### src/include/bp_consts.svh
// ******************************
// Widths and depths shared by the front end.
// Queue depths are powers of two, given as log2.
// ******************************
`ifndef BP_CONSTS_SVH
`define BP_CONSTS_SVH

// Address and immediate width.
`define BP_XLEN 64

// Prediction queue, 16 entries.
`define BP_BHT_AW 4

// Return stack and return-pending count, 16 entries.
`define BP_RAS_AW 4

// APB byte offsets of the statistics block.
`define BP_REG_BRANCH  4'h0
`define BP_REG_MISPRED 4'h4
`define BP_REG_STALL   4'h8
`define BP_REG_CTRL    4'hC

`endif

### src/source/bp_inst_pkg.sv
// ******************************
// Instruction-side types.
// Only 32-bit encodings are recognized.
// ******************************
package bp_inst_pkg;

	// ******************************
	// Major opcodes
	// ******************************

	// RV major opcodes, bits [6:0].
	// All three control opcodes end in 2'b11,
	// so RVC words fall to op_other.
	typedef enum logic [6:0] {
		op_other  = 7'b0000000, // Anything else.
		op_branch = 7'b1100011, // BEQ, BNE, BLT...
		op_jalr   = 7'b1100111, // Indirect jump.
		op_jal    = 7'b1101111  // Direct jump.
	} opcode_e;

	// ******************************
	// Control class
	// ******************************

	// What the predictor has to do.
	// Call and return are separate flags,
	// carried next to the class.
	typedef enum logic [1:0] {
		cls_none   = 2'd0, // Falls through.
		cls_jal    = 2'd1, // Always taken, target known.
		cls_jalr   = 2'd2, // Target from stack or execute.
		cls_branch = 2'd3  // Static direction.
	} ctrl_class_e;

endpackage

### src/source/bp_stats_pkg.sv
// ******************************
// Status-side types for the APB block.
// ******************************
package bp_stats_pkg;

	// Decoded APB register select.
	typedef enum logic [2:0] {
		reg_branch  = 3'd0, // Branches queued.
		reg_mispred = 3'd1, // Mispredicts.
		reg_stall   = 3'd2, // Stall cycles.
		reg_ctrl    = 3'd3, // Write clears counters.
		reg_bad     = 3'd4  // Outside the map.
	} stat_reg_e;

endpackage

### src/source/bp_if.sv
// ******************************
// Decoded fields, predecode to predictor.
// Fields are meaningful only with valid.
// ******************************
`include "bp_consts.svh"

interface predecode_if;
	import bp_inst_pkg::*;

	logic                valid;     // Slot holds an instruction.
	ctrl_class_e         cls;       // Control class.
	logic                is_call;   // Link register written.
	logic                is_return; // Jump through link register.
	logic [`BP_XLEN-1:0] imm;       // Sign-extended immediate.
	logic [`BP_XLEN-1:0] pc;        // Instruction pc.

	// Producer side.
	modport decode (output valid, cls, is_call, is_return, imm, pc);

	// Consumer side.
	modport predict (input valid, cls, is_call, is_return, imm, pc);

endinterface

### src/source/gen_fifo.sv
// ******************************
// Synchronous FIFO, depth 2**AW.
// Head readable without delay. Flush empties it.
// ******************************
module gen_fifo #(
	parameter int DW = 64,
	parameter int AW = 4
) (
	input  logic          CLK,
	input  logic          reset,
	input  logic          flush,
	input  logic          fifo_push,
	input  logic          fifo_pop,
	input  logic [DW-1:0] data_push,
	output logic [DW-1:0] data_pop,
	output logic          fifo_empty,
	output logic          fifo_full
);
	localparam int DEPTH = 1 << AW;

	logic [DW-1:0] mem [DEPTH];
	logic [AW:0]   rd_ptr; // Extra wrap bit on top.
	logic [AW:0]   wr_ptr;

	// Same index, different lap means full.
	assign fifo_empty = (rd_ptr == wr_ptr);
	assign fifo_full  = (rd_ptr[AW] != wr_ptr[AW]) && (rd_ptr[AW-1:0] == wr_ptr[AW-1:0]);
	assign data_pop   = mem[rd_ptr[AW-1:0]]; // Head, no delay.

	always_ff @(posedge CLK) begin
		if (reset || flush) begin
			rd_ptr <= '0;
			wr_ptr <= '0;
		end else begin
			if (fifo_push) wr_ptr <= wr_ptr + 1'b1;
			if (fifo_pop)  rd_ptr <= rd_ptr + 1'b1;
		end
	end

	always_ff @(posedge CLK) begin
		if (fifo_push) mem[wr_ptr[AW-1:0]] <= data_push;
	end

	// Producer must respect full unless a slot frees this cycle.
	a_no_overflow: assert property (@(posedge CLK) disable iff (reset || flush)
		!(fifo_push && fifo_full && !fifo_pop));

	// Consumer never pops an empty queue.
	a_no_underflow: assert property (@(posedge CLK) disable iff (reset || flush)
		!(fifo_pop && fifo_empty));

endmodule

### src/source/gen_ring_stack.sv
// ******************************
// LIFO over a ring of 2**AW entries.
// Push when full drops the oldest entry.
// ******************************
module gen_ring_stack #(
	parameter int DW = 64,
	parameter int AW = 4
) (
	input  logic          CLK,
	input  logic          reset,
	input  logic          flush,
	input  logic          stack_push,
	input  logic          stack_pop,
	input  logic [DW-1:0] data_push,
	output logic [DW-1:0] data_pop,
	output logic          stack_empty
);
	localparam int DEPTH = 1 << AW;

	logic [DW-1:0] mem [DEPTH];
	logic [AW-1:0] sp;    // Next free slot.
	logic [AW-1:0] top;   // Current top entry.
	logic [AW:0]   count; // Saturates at DEPTH.

	assign top         = sp - 1'b1;
	assign data_pop    = mem[top]; // Top, no delay.
	assign stack_empty = (count == '0);

	always_ff @(posedge CLK) begin
		if (reset || flush) begin
			sp    <= '0;
			count <= '0;
		end else if (stack_push && !stack_pop) begin
			sp <= sp + 1'b1; // Wraps over the oldest.
			if (count != (AW+1)'(DEPTH)) count <= count + 1'b1;
		end else if (stack_pop && !stack_push) begin
			sp    <= top;
			count <= count - 1'b1;
		end
		// Push with pop replaces the top in place.
	end

	always_ff @(posedge CLK) begin
		if (stack_push) mem[stack_pop ? top : sp] <= data_push;
	end

	// Predictor only pops a non-empty stack.
	a_no_pop_empty: assert property (@(posedge CLK) disable iff (reset || flush)
		!(stack_pop && stack_empty));

endmodule

### src/source/predecode.sv
// ******************************
// Stage one. Registers and classifies.
// Holds its slot while stall is high.
// ******************************
`include "bp_consts.svh"

module predecode (
	input  logic                CLK,
	input  logic                reset,
	input  logic                flush,
	input  logic                inst_valid,
	input  logic [31:0]         inst,
	input  logic [`BP_XLEN-1:0] inst_pc,
	input  logic                stall,
	output logic                inst_ready,
	predecode_if.decode         dec
);
	import bp_inst_pkg::*;

	opcode_e             opcode;
	ctrl_class_e         cls_d;
	logic [`BP_XLEN-1:0] imm_d;
	logic                rd_link;  // rd is x1 or x5.
	logic                rs1_link; // rs1 is x1 or x5.
	logic                rd_zero;

	assign inst_ready = ~stall;

	// ******************************
	// Decode
	// ******************************
	always_comb begin
		case (inst[6:0]) // RVC low bits never match here.
			op_jal:    opcode = op_jal;
			op_jalr:   opcode = op_jalr;
			op_branch: opcode = op_branch;
			default:   opcode = op_other;
		endcase
	end

	assign rd_link  = (inst[11:7] == 5'd1) || (inst[11:7] == 5'd5);
	assign rs1_link = (inst[19:15] == 5'd1) || (inst[19:15] == 5'd5);
	assign rd_zero  = (inst[11:7] == 5'd0);

	always_comb begin
		cls_d = cls_none;
		imm_d = '0;
		case (opcode)
			op_jal: begin
				cls_d = cls_jal; // J-type.
				imm_d = {{(`BP_XLEN-20){inst[31]}}, inst[19:12], inst[20], inst[30:21], 1'b0};
			end
			op_jalr: begin
				cls_d = cls_jalr; // I-type.
				imm_d = {{(`BP_XLEN-12){inst[31]}}, inst[31:20]};
			end
			op_branch: begin
				cls_d = cls_branch; // B-type.
				imm_d = {{(`BP_XLEN-12){inst[31]}}, inst[7], inst[30:25], inst[11:8], 1'b0};
			end
			default: ;
		endcase
	end

	// ******************************
	// Pipeline register
	// ******************************
	always_ff @(posedge CLK) begin
		if (reset || flush) dec.valid <= 1'b0;
		else if (!stall)    dec.valid <= inst_valid; // Bubble if none offered.
	end

	always_ff @(posedge CLK) begin
		if (inst_valid && !stall) begin
			dec.cls       <= cls_d;
			dec.imm       <= imm_d;
			dec.pc        <= inst_pc;
			dec.is_call   <= ((opcode == op_jal) || (opcode == op_jalr)) && rd_link;
			dec.is_return <= (opcode == op_jalr) && rs1_link && rd_zero;
		end
	end

endmodule

### src/source/branch_predict.sv
// ******************************
// Stage two. Static direction, return stack.
// Execute resolves branches and JALRs in order.
// ******************************
`include "bp_consts.svh"

module branch_predict (
	input  logic                CLK,
	input  logic                reset,
	input  logic                flush,
	predecode_if.predict        dec,
	input  logic                jalr_valid,
	input  logic [`BP_XLEN-1:0] jalr_pc,
	input  logic                bru_res_valid,
	input  logic                bru_taken,
	output logic                branch_pc_valid,
	output logic [`BP_XLEN-1:0] branch_pc,
	output logic                mispredict,
	output logic                stall,
	output logic                branch_push
);
	import bp_inst_pkg::*;

	logic                is_jal, is_jalr, is_branch;
	logic                go;             // Slot retires this cycle.
	logic [`BP_XLEN-1:0] next_pc;        // Fall-through.
	logic [`BP_XLEN-1:0] target_pc;      // pc + imm.
	logic                pred_back;      // Backward branch.
	logic                pred_taken;     // Taken redirect.
	logic [`BP_XLEN:0]   bht_data_push;  // {taken, other path}.
	logic [`BP_XLEN:0]   bht_data_pop;
	logic                bht_full;
	logic [`BP_XLEN-1:0] ras_top;
	logic                ras_push, ras_pop, ras_empty;
	logic                jalr_empty;     // No predicted return pending.
	logic                jalr_last;      // Unpredicted JALR resolved.
	logic                jalr_front;     // Predicted return executed.

	assign is_jal    = dec.valid && (dec.cls == cls_jal);
	assign is_jalr   = dec.valid && (dec.cls == cls_jalr);
	assign is_branch = dec.valid && (dec.cls == cls_branch);

	assign next_pc   = dec.pc + `BP_XLEN'(4);
	assign target_pc = dec.pc + dec.imm;
	assign pred_back = dec.imm[`BP_XLEN-1];

	// ******************************
	// Stall and acceptance
	// ******************************
	assign jalr_last  = jalr_valid && jalr_empty;
	assign jalr_front = jalr_valid && !jalr_empty;

	// Unpredictable JALR waits for execute; full queue blocks branches.
	assign stall = (is_jalr && !(dec.is_return && !ras_empty) && !jalr_last)
		|| (is_branch && bht_full);

	assign go = !stall && !mispredict && !flush; // Wrong path otherwise.

	assign ras_push    = go && dec.is_call && (is_jal || is_jalr);
	assign ras_pop     = go && is_jalr && dec.is_return && !ras_empty;
	assign branch_push = go && is_branch;
	assign pred_taken  = go && ((is_branch && pred_back) || is_jal || ras_pop);

	// Queue the guess and the path not taken.
	assign bht_data_push = {pred_back, pred_back ? next_pc : target_pc};

	assign mispredict = bru_res_valid && (bru_taken != bht_data_pop[`BP_XLEN]);

	// ******************************
	// Redirect
	// ******************************
	assign branch_pc_valid = mispredict || pred_taken || jalr_last;

	always_comb begin
		if (mispredict)   branch_pc = bht_data_pop[`BP_XLEN-1:0];
		else if (jalr_last) branch_pc = jalr_pc;
		else if (ras_pop) branch_pc = ras_top;
		else              branch_pc = target_pc;
	end

	gen_fifo #(.DW(`BP_XLEN+1), .AW(`BP_BHT_AW)) bht (
		.CLK(CLK), .reset(reset), .flush(flush || mispredict),
		.fifo_push(branch_push), .fifo_pop(bru_res_valid),
		.data_push(bht_data_push), .data_pop(bht_data_pop),
		.fifo_empty(), .fifo_full(bht_full)
	);

	gen_ring_stack #(.DW(`BP_XLEN), .AW(`BP_RAS_AW)) ras (
		.CLK(CLK), .reset(reset), .flush(flush),
		.stack_push(ras_push), .stack_pop(ras_pop),
		.data_push(next_pc), .data_pop(ras_top),
		.stack_empty(ras_empty)
	);

	// Counts returns predicted but not yet executed.
	gen_fifo #(.DW(1), .AW(`BP_RAS_AW)) ras_cnt (
		.CLK(CLK), .reset(reset), .flush(flush),
		.fifo_push(ras_pop), .fifo_pop(jalr_front),
		.data_push(1'b0), .data_pop(),
		.fifo_empty(jalr_empty), .fifo_full()
	);

	// One redirect source per cycle.
	a_one_redirect: assert property (@(posedge CLK) disable iff (reset)
		$onehot0({mispredict, pred_taken, jalr_last}));

endmodule

### src/source/bp_stats_apb.sv
// ******************************
// Stage three. Event counters on APB.
// Counters saturate. Any write to CTRL clears.
// ******************************
`include "bp_consts.svh"

module bp_stats_apb (
	input  logic        CLK,
	input  logic        reset,
	input  logic        branch_push,
	input  logic        mispredict,
	input  logic        stall,
	input  logic [3:0]  paddr,
	input  logic        psel,
	input  logic        penable,
	input  logic        pwrite,
	input  logic [31:0] pwdata,
	output logic [31:0] prdata,
	output logic        pready,
	output logic        pslverr
);
	import bp_stats_pkg::*;

	stat_reg_e   sel;
	logic        access; // APB access phase.
	logic        clear;
	logic [31:0] cnt_branch, cnt_mispred, cnt_stall;

	function automatic logic [31:0] sat_inc(input logic [31:0] v);
		return (v == '1) ? v : v + 32'd1; // Stick at max.
	endfunction

	always_comb begin
		case (paddr)
			`BP_REG_BRANCH:  sel = reg_branch;
			`BP_REG_MISPRED: sel = reg_mispred;
			`BP_REG_STALL:   sel = reg_stall;
			`BP_REG_CTRL:    sel = reg_ctrl;
			default:         sel = reg_bad;
		endcase
	end

	assign access  = psel && penable;
	assign clear   = access && pwrite && (sel == reg_ctrl); // Value ignored.
	assign pready  = 1'b1; // Zero wait states.
	assign pslverr = access && ((sel == reg_bad) || (pwrite && (sel != reg_ctrl)));

	always_comb begin
		prdata = '0;
		if (access && !pwrite) begin
			case (sel)
				reg_branch:  prdata = cnt_branch;
				reg_mispred: prdata = cnt_mispred;
				reg_stall:   prdata = cnt_stall;
				default:     prdata = '0; // CTRL reads zero.
			endcase
		end
	end

	always_ff @(posedge CLK) begin
		if (reset || clear) begin
			cnt_branch  <= '0;
			cnt_mispred <= '0;
			cnt_stall   <= '0;
		end else begin
			if (branch_push) cnt_branch  <= sat_inc(cnt_branch);
			if (mispredict)  cnt_mispred <= sat_inc(cnt_mispred);
			if (stall)       cnt_stall   <= sat_inc(cnt_stall);
		end
	end

	// Access phase always follows a setup phase.
	a_apb_setup: assert property (@(posedge CLK) disable iff (reset)
		$rose(penable) |-> psel && $past(psel) && !$past(penable));

endmodule

### src/source/frontend_top.sv
// ******************************
// Branch prediction front end.
// Instances and wires only.
// ******************************
`include "bp_consts.svh"

module frontend_top (
	input  logic                CLK,
	input  logic                reset,
	input  logic                flush,
	input  logic                inst_valid,
	input  logic [31:0]         inst,
	input  logic [`BP_XLEN-1:0] inst_pc,
	output logic                inst_ready,
	input  logic                jalr_valid,
	input  logic [`BP_XLEN-1:0] jalr_pc,
	input  logic                bru_res_valid,
	input  logic                bru_taken,
	output logic                branch_pc_valid,
	output logic [`BP_XLEN-1:0] branch_pc,
	output logic                mispredict,
	input  logic [3:0]          paddr,
	input  logic                psel,
	input  logic                penable,
	input  logic                pwrite,
	input  logic [31:0]         pwdata,
	output logic [31:0]         prdata,
	output logic                pready,
	output logic                pslverr
);
	logic stall;       // Back-pressure into predecode.
	logic branch_push; // Branch queued, for stats.

	predecode_if pd_if ();

	// Mispredict squashes the slot like a flush.
	predecode u_predecode (
		.CLK(CLK), .reset(reset), .flush(flush || mispredict),
		.inst_valid(inst_valid), .inst(inst), .inst_pc(inst_pc),
		.stall(stall), .inst_ready(inst_ready), .dec(pd_if.decode)
	);

	branch_predict u_branch_predict (
		.CLK(CLK), .reset(reset), .flush(flush), .dec(pd_if.predict),
		.jalr_valid(jalr_valid), .jalr_pc(jalr_pc),
		.bru_res_valid(bru_res_valid), .bru_taken(bru_taken),
		.branch_pc_valid(branch_pc_valid), .branch_pc(branch_pc),
		.mispredict(mispredict), .stall(stall), .branch_push(branch_push)
	);

	bp_stats_apb u_stats (
		.CLK(CLK), .reset(reset), .branch_push(branch_push),
		.mispredict(mispredict), .stall(stall),
		.paddr(paddr), .psel(psel), .penable(penable), .pwrite(pwrite),
		.pwdata(pwdata), .prdata(prdata), .pready(pready), .pslverr(pslverr)
	);

endmodule

### config.mk
export PLATFORM = sky130hd
export DESIGN_NAME = frontend_top
export DESIGN_NICKNAME = d
export VERILOG_FILES = /design/src/source/bp_inst_pkg.sv /design/src/source/bp_stats_pkg.sv /design/src/source/bp_if.sv /design/src/source/gen_fifo.sv /design/src/source/gen_ring_stack.sv /design/src/source/predecode.sv /design/src/source/branch_predict.sv /design/src/source/bp_stats_apb.sv /design/src/source/frontend_top.sv
export VERILOG_INCLUDE_DIRS = /design/src /design/src/include
export SDC_FILE = /design/constraint.sdc
export NUM_CORES = 2
export LEC_CHECK = 0
export BUFFER_PORTS_ARGS = -buffer_cell sky130_fd_sc_hd__buf_4
export CAP_MARGIN = 20
export CORE_UTILIZATION = 62
export CTS_BUF_LIST = sky130_fd_sc_hd__clkbuf_8 sky130_fd_sc_hd__clkbuf_16
export CTS_CLUSTER_SIZE = 20
export DETAILED_ROUTE_END_ITERATION = 6
export MAX_ROUTING_LAYER = met4
export PLACE_DENSITY = 0.77
export SLEW_MARGIN = 20
export SYNTH_ARGS = -nofsm -noshare
export SYNTH_HDL_FRONTEND = slang
export SYNTH_SLANG_ARGS = --single-unit
### constraint.sdc
create_clock -name CLK -period 10.26 [get_ports CLK]
set_clock_uncertainty 0.15 [all_clocks]
set_input_delay 0.513 -clock CLK [delete_from_list [all_inputs] [get_ports CLK]]
set_output_delay 0.513 -clock CLK [all_outputs]
set_load 0.02 [all_outputs]
==> results.md <==
- Hold_sp: inst[0]
- Main area contributors after synthesis: edfxtp_1 (68%), mux4_2 (15%), dfxtp_1 (2.7%)
- Initial core utilization: 62.4%
- Cells after synthesis: 5243
- Worst EP arrival: 7.00 ns
- Num rows: 143
- Clk buf depth: 3
- Die Span X: 393 um
- Worst skew pair latency: 0.85 ns
- Most frequent cell after synthesis: edfxtp_1
- Final ANT Viol Nets: 1
- Hold Path Class: input pin to register
- Synth Warn #: 0
- Reg2Reg Capture Point: u_branch_predict.ras.mem[2][8]
- Setup bufs post-CTS: 0
- Fmax: 130 MHz
- Clock slew at reported path FFs: 0.06 ns
- WHS Path Cells: 3
- Vias in the first global route: 53900
- Final #Nets: 6023
- GRT overflow: 0
- Avg Inst Size Synth: 18.1 um^2
- Power Internal: 14.8 mW
- Async SR Flop Fraction: 0%
- Slew Viols, Final: 0
- Power, Total: 18.8 mW
- Setup crit end kind: output pin
- Reg-to-reg slack, setup: 3.66 ns
- Sink Count: 2283
- Die Y: 393 um
- Routed vias: 54700
- Clock root buffer: clkbuf_16
- Worst-path maximum fanout: 51
- Max-slew headroom: 14.8%
- # DRC: 0
- Core Region: 152000 um^2
- Synth Area in XOR/XNOR: 2.23%
- Setup TNS Final: 0 ns
- Finished Cell Area: 108000 um^2
- H-tree Lvls: 4
- Flop pwr share: 54.6%
- Min Hold Slack: 0.112 ns
- Actual slew at the worst max-slew pin: 1.26 ns
- CTS tree: built
- Final hold violation count: 0
- Part of the cycle the worst path needs: 74.7%
- FF-to-FF path depth: 13
- Share of cells above drive strength 1: 25.3%
- P_sw: 3.95 mW
- Routed WL per cell: 33.1 um
- Syn_nets: 5531
- Largest family of logic cells by synthesized area: multiplexers
- Pleak: 34.9 nW
- First drt pass iteration count: 6
- Outcome: finished, violations left
- Average vias per placed instance: 6.87
- Register bit total from synthesis: 2283
- Simple-gate portion of the synthesized area: 4.73%
- Area Growth Syn to Fin: 14.3%
- # port buffers: 273
- Cts bufs inserted: 214
- Failing checks: antenna violations
- EDFF count, synth: 2153
- Placed inst area: 100000 um^2
- Adder-cell share of the synthesized area: 1.09%
- Top cell type's share of synthesized area: 68.2%
- Compound-cell area share of the yosys netlist: 4.09%
- Initial antenna violation count: 19
- Mux contribution to synthesized area: 15.6%
- Clock power share: 41.3%
- Most frequent cells after synthesis: edfxtp_1 (2153), mux4_2 (623), nor2_1 (304)
- Area of the die: 155000 um^2
- Critical path type: register to output pin
- Comb pwr share: 4.1%
- Largest net degree at the start of global routing: 178
- Num ports: 307
- Max rail drop VDD: 0.163 mV
- Iteration-0 DRC Markers: 7755
- Final Critical Period: 7.67 ns
- Fillers: 8864
- Sequential element share of the synthesized area: 70.9%
- PwrDens: 173 nW/um^2
- Library cells used by synthesis: 68
- Dpl hpwl: 156000 um
- Max Cap Viol: 0
- WHS Endpoint: u_predecode.dec.cls[0]
- First-pass GRT wire length: 374000 um
- Total GRT Usage: 35.6%
- Synth Flop Type: edfxtp_1
- Syn Std Cell Area: 94900 um^2
- Routability cong.: 0.958
- Unrepaired setup endpoints after global routing: no
- Req. time, crit path: 9.60 ns
- Post-Route WL: 264000 um
- Crit path launch type: register
- Switch share: 21.0%
- Cell taking the most area after synthesis: edfxtp_1
- Setup Viol. Count Final: 0
[metal layers]
layer / wire length [um] / GRT usage, % / vias to the layer above
met4: 9260 / 12.3 / 0
met5: 0 / - / -
met1: 95300 / 47.5 / 28000
met2: 125000 / 53.5 / 3919
li1: - / - / 22200
met3: 33500 / 9.72 / 596
[power groups by stage]
stage / logic, mW / registers, mW / clock network [mW]
finish: 0.774 / 10.2 / 7.75
global route: 0.805 / 10.2 / 8.15
CTS: 0.749 / 10.2 / 7.81
detailed placement: 0.715 / 10.4 / 0
global placement: 0.698 / 10.4 / 0
floorplan: 0.366 / 10.4 / 0
[critical path, cell delays in order, from the launching register on]
cell,delay (ns)
dfxtp_4,0.82
mux4_2,0.60
mux4_2,0.52
xor2_1,0.19
nand2_2,0.07
buf_4,0.54
inv_4,0.21
nor4_4,0.33
buf_4,0.58
buf_4,0.61
nor2_1,0.10
a22o_1,0.25
o21ai_0,0.96
buf_4,0.30
[registers in the layout, summed over array words and instances (netlist names), 2 cells and up, named ones only]
register / flops
u_branch_predict.ras.sp: 4
u_branch_predict.bht.wr_ptr: 5
u_stats.cnt_stall: 32
u_predecode.dec.imm: 21
u_branch_predict.ras_cnt.wr_ptr: 5
u_branch_predict.ras_cnt.rd_ptr: 5
u_branch_predict.ras.mem: 1024
u_predecode.dec.pc: 64
u_branch_predict.bht.rd_ptr: 5
u_stats.cnt_branch: 32
u_predecode.dec.cls: 2
u_branch_predict.bht.mem: 1040
u_stats.cnt_mispred: 32
u_branch_predict.ras.count: 5
[cell families (layout without fill, tap and decap cells)]
logic type,Yosys count,count (layout)
flip-flops,2283,2283
AND/OR/NAND/NOR,956,956
multiplexers,699,699
AO/OA/AOI/OAI,644,644
buffers and inverters,336,1006
XOR/XNOR,242,242
adder cells (fa/ha/maj),82,82
other,1,21
[worst max path at each step]
stage / to / slack (ns) / start
after CTS: branch_pc[57] / 2.59 / register
after global routing: branch_pc[57] / 2.42 / register
after detailed placement: branch_pc[57] / 3.48 / register
after global placement: branch_pc[57] / 3.47 / register
final: branch_pc[46] / 2.59 / register
after floorplan: u_branch_predict.ras.mem[7][0] / 1.44 / u_branch_predict.ras.sp[0]
[cell usage in the layout, fill, tap and decap left out, types with 92 or more instances in the layout]
cell           synthesis  routed
mux4_2               623     623
dfxtp_1              130     125
xnor2_1              117      94
nor2_1               304     280
nand2_1              260     259
dlygate4sd3_1          0      97
a21oi_1              195     193
o21ai_0              217     215
inv_1                 47      92
edfxtp_1            2153    2153
buf_4                  1     454
clkbuf_16              0     219
xor2_1               125     117
[layout make-up]
type	instances	area (um^2)	share of cell area, %
Inverter	47	179	0.165
Antenna cell	20	50.0	0.0462
Timing Repair Buffer	565	4630	4.27
Clock inverter	170	1300	1.20
Clock buffer	224	5550	5.12
Tap cell	2030	2540	2.34
Sequential cell	2283	67300	62.1
Multi-Input combinational cell	2624	26900	24.8
[what timing repair did]
action                                 4_1_cts  5_1_grt
endpoints found under the hold margin      100        0
gates resized for setup                      0        0
hold buffers                                97        0
setup endpoints to repair                    0        0
[stage by stage]
stage | setup WS (ns) | util [%] | std cells
2_1_floorplan | 1.44 | - | 5243
3_3_place_gp | 3.47 | 66.0 | 7447
3_5_place_dp | 3.48 | 66.1 | 7451
4_1_cts | 2.59 | 71.2 | 7942
5_1_grt | 2.42 | 71.3 | 7953
6_report | 2.59 | 71.3 | 7963
Note: power is estimated with default switching activity, not from simulation.
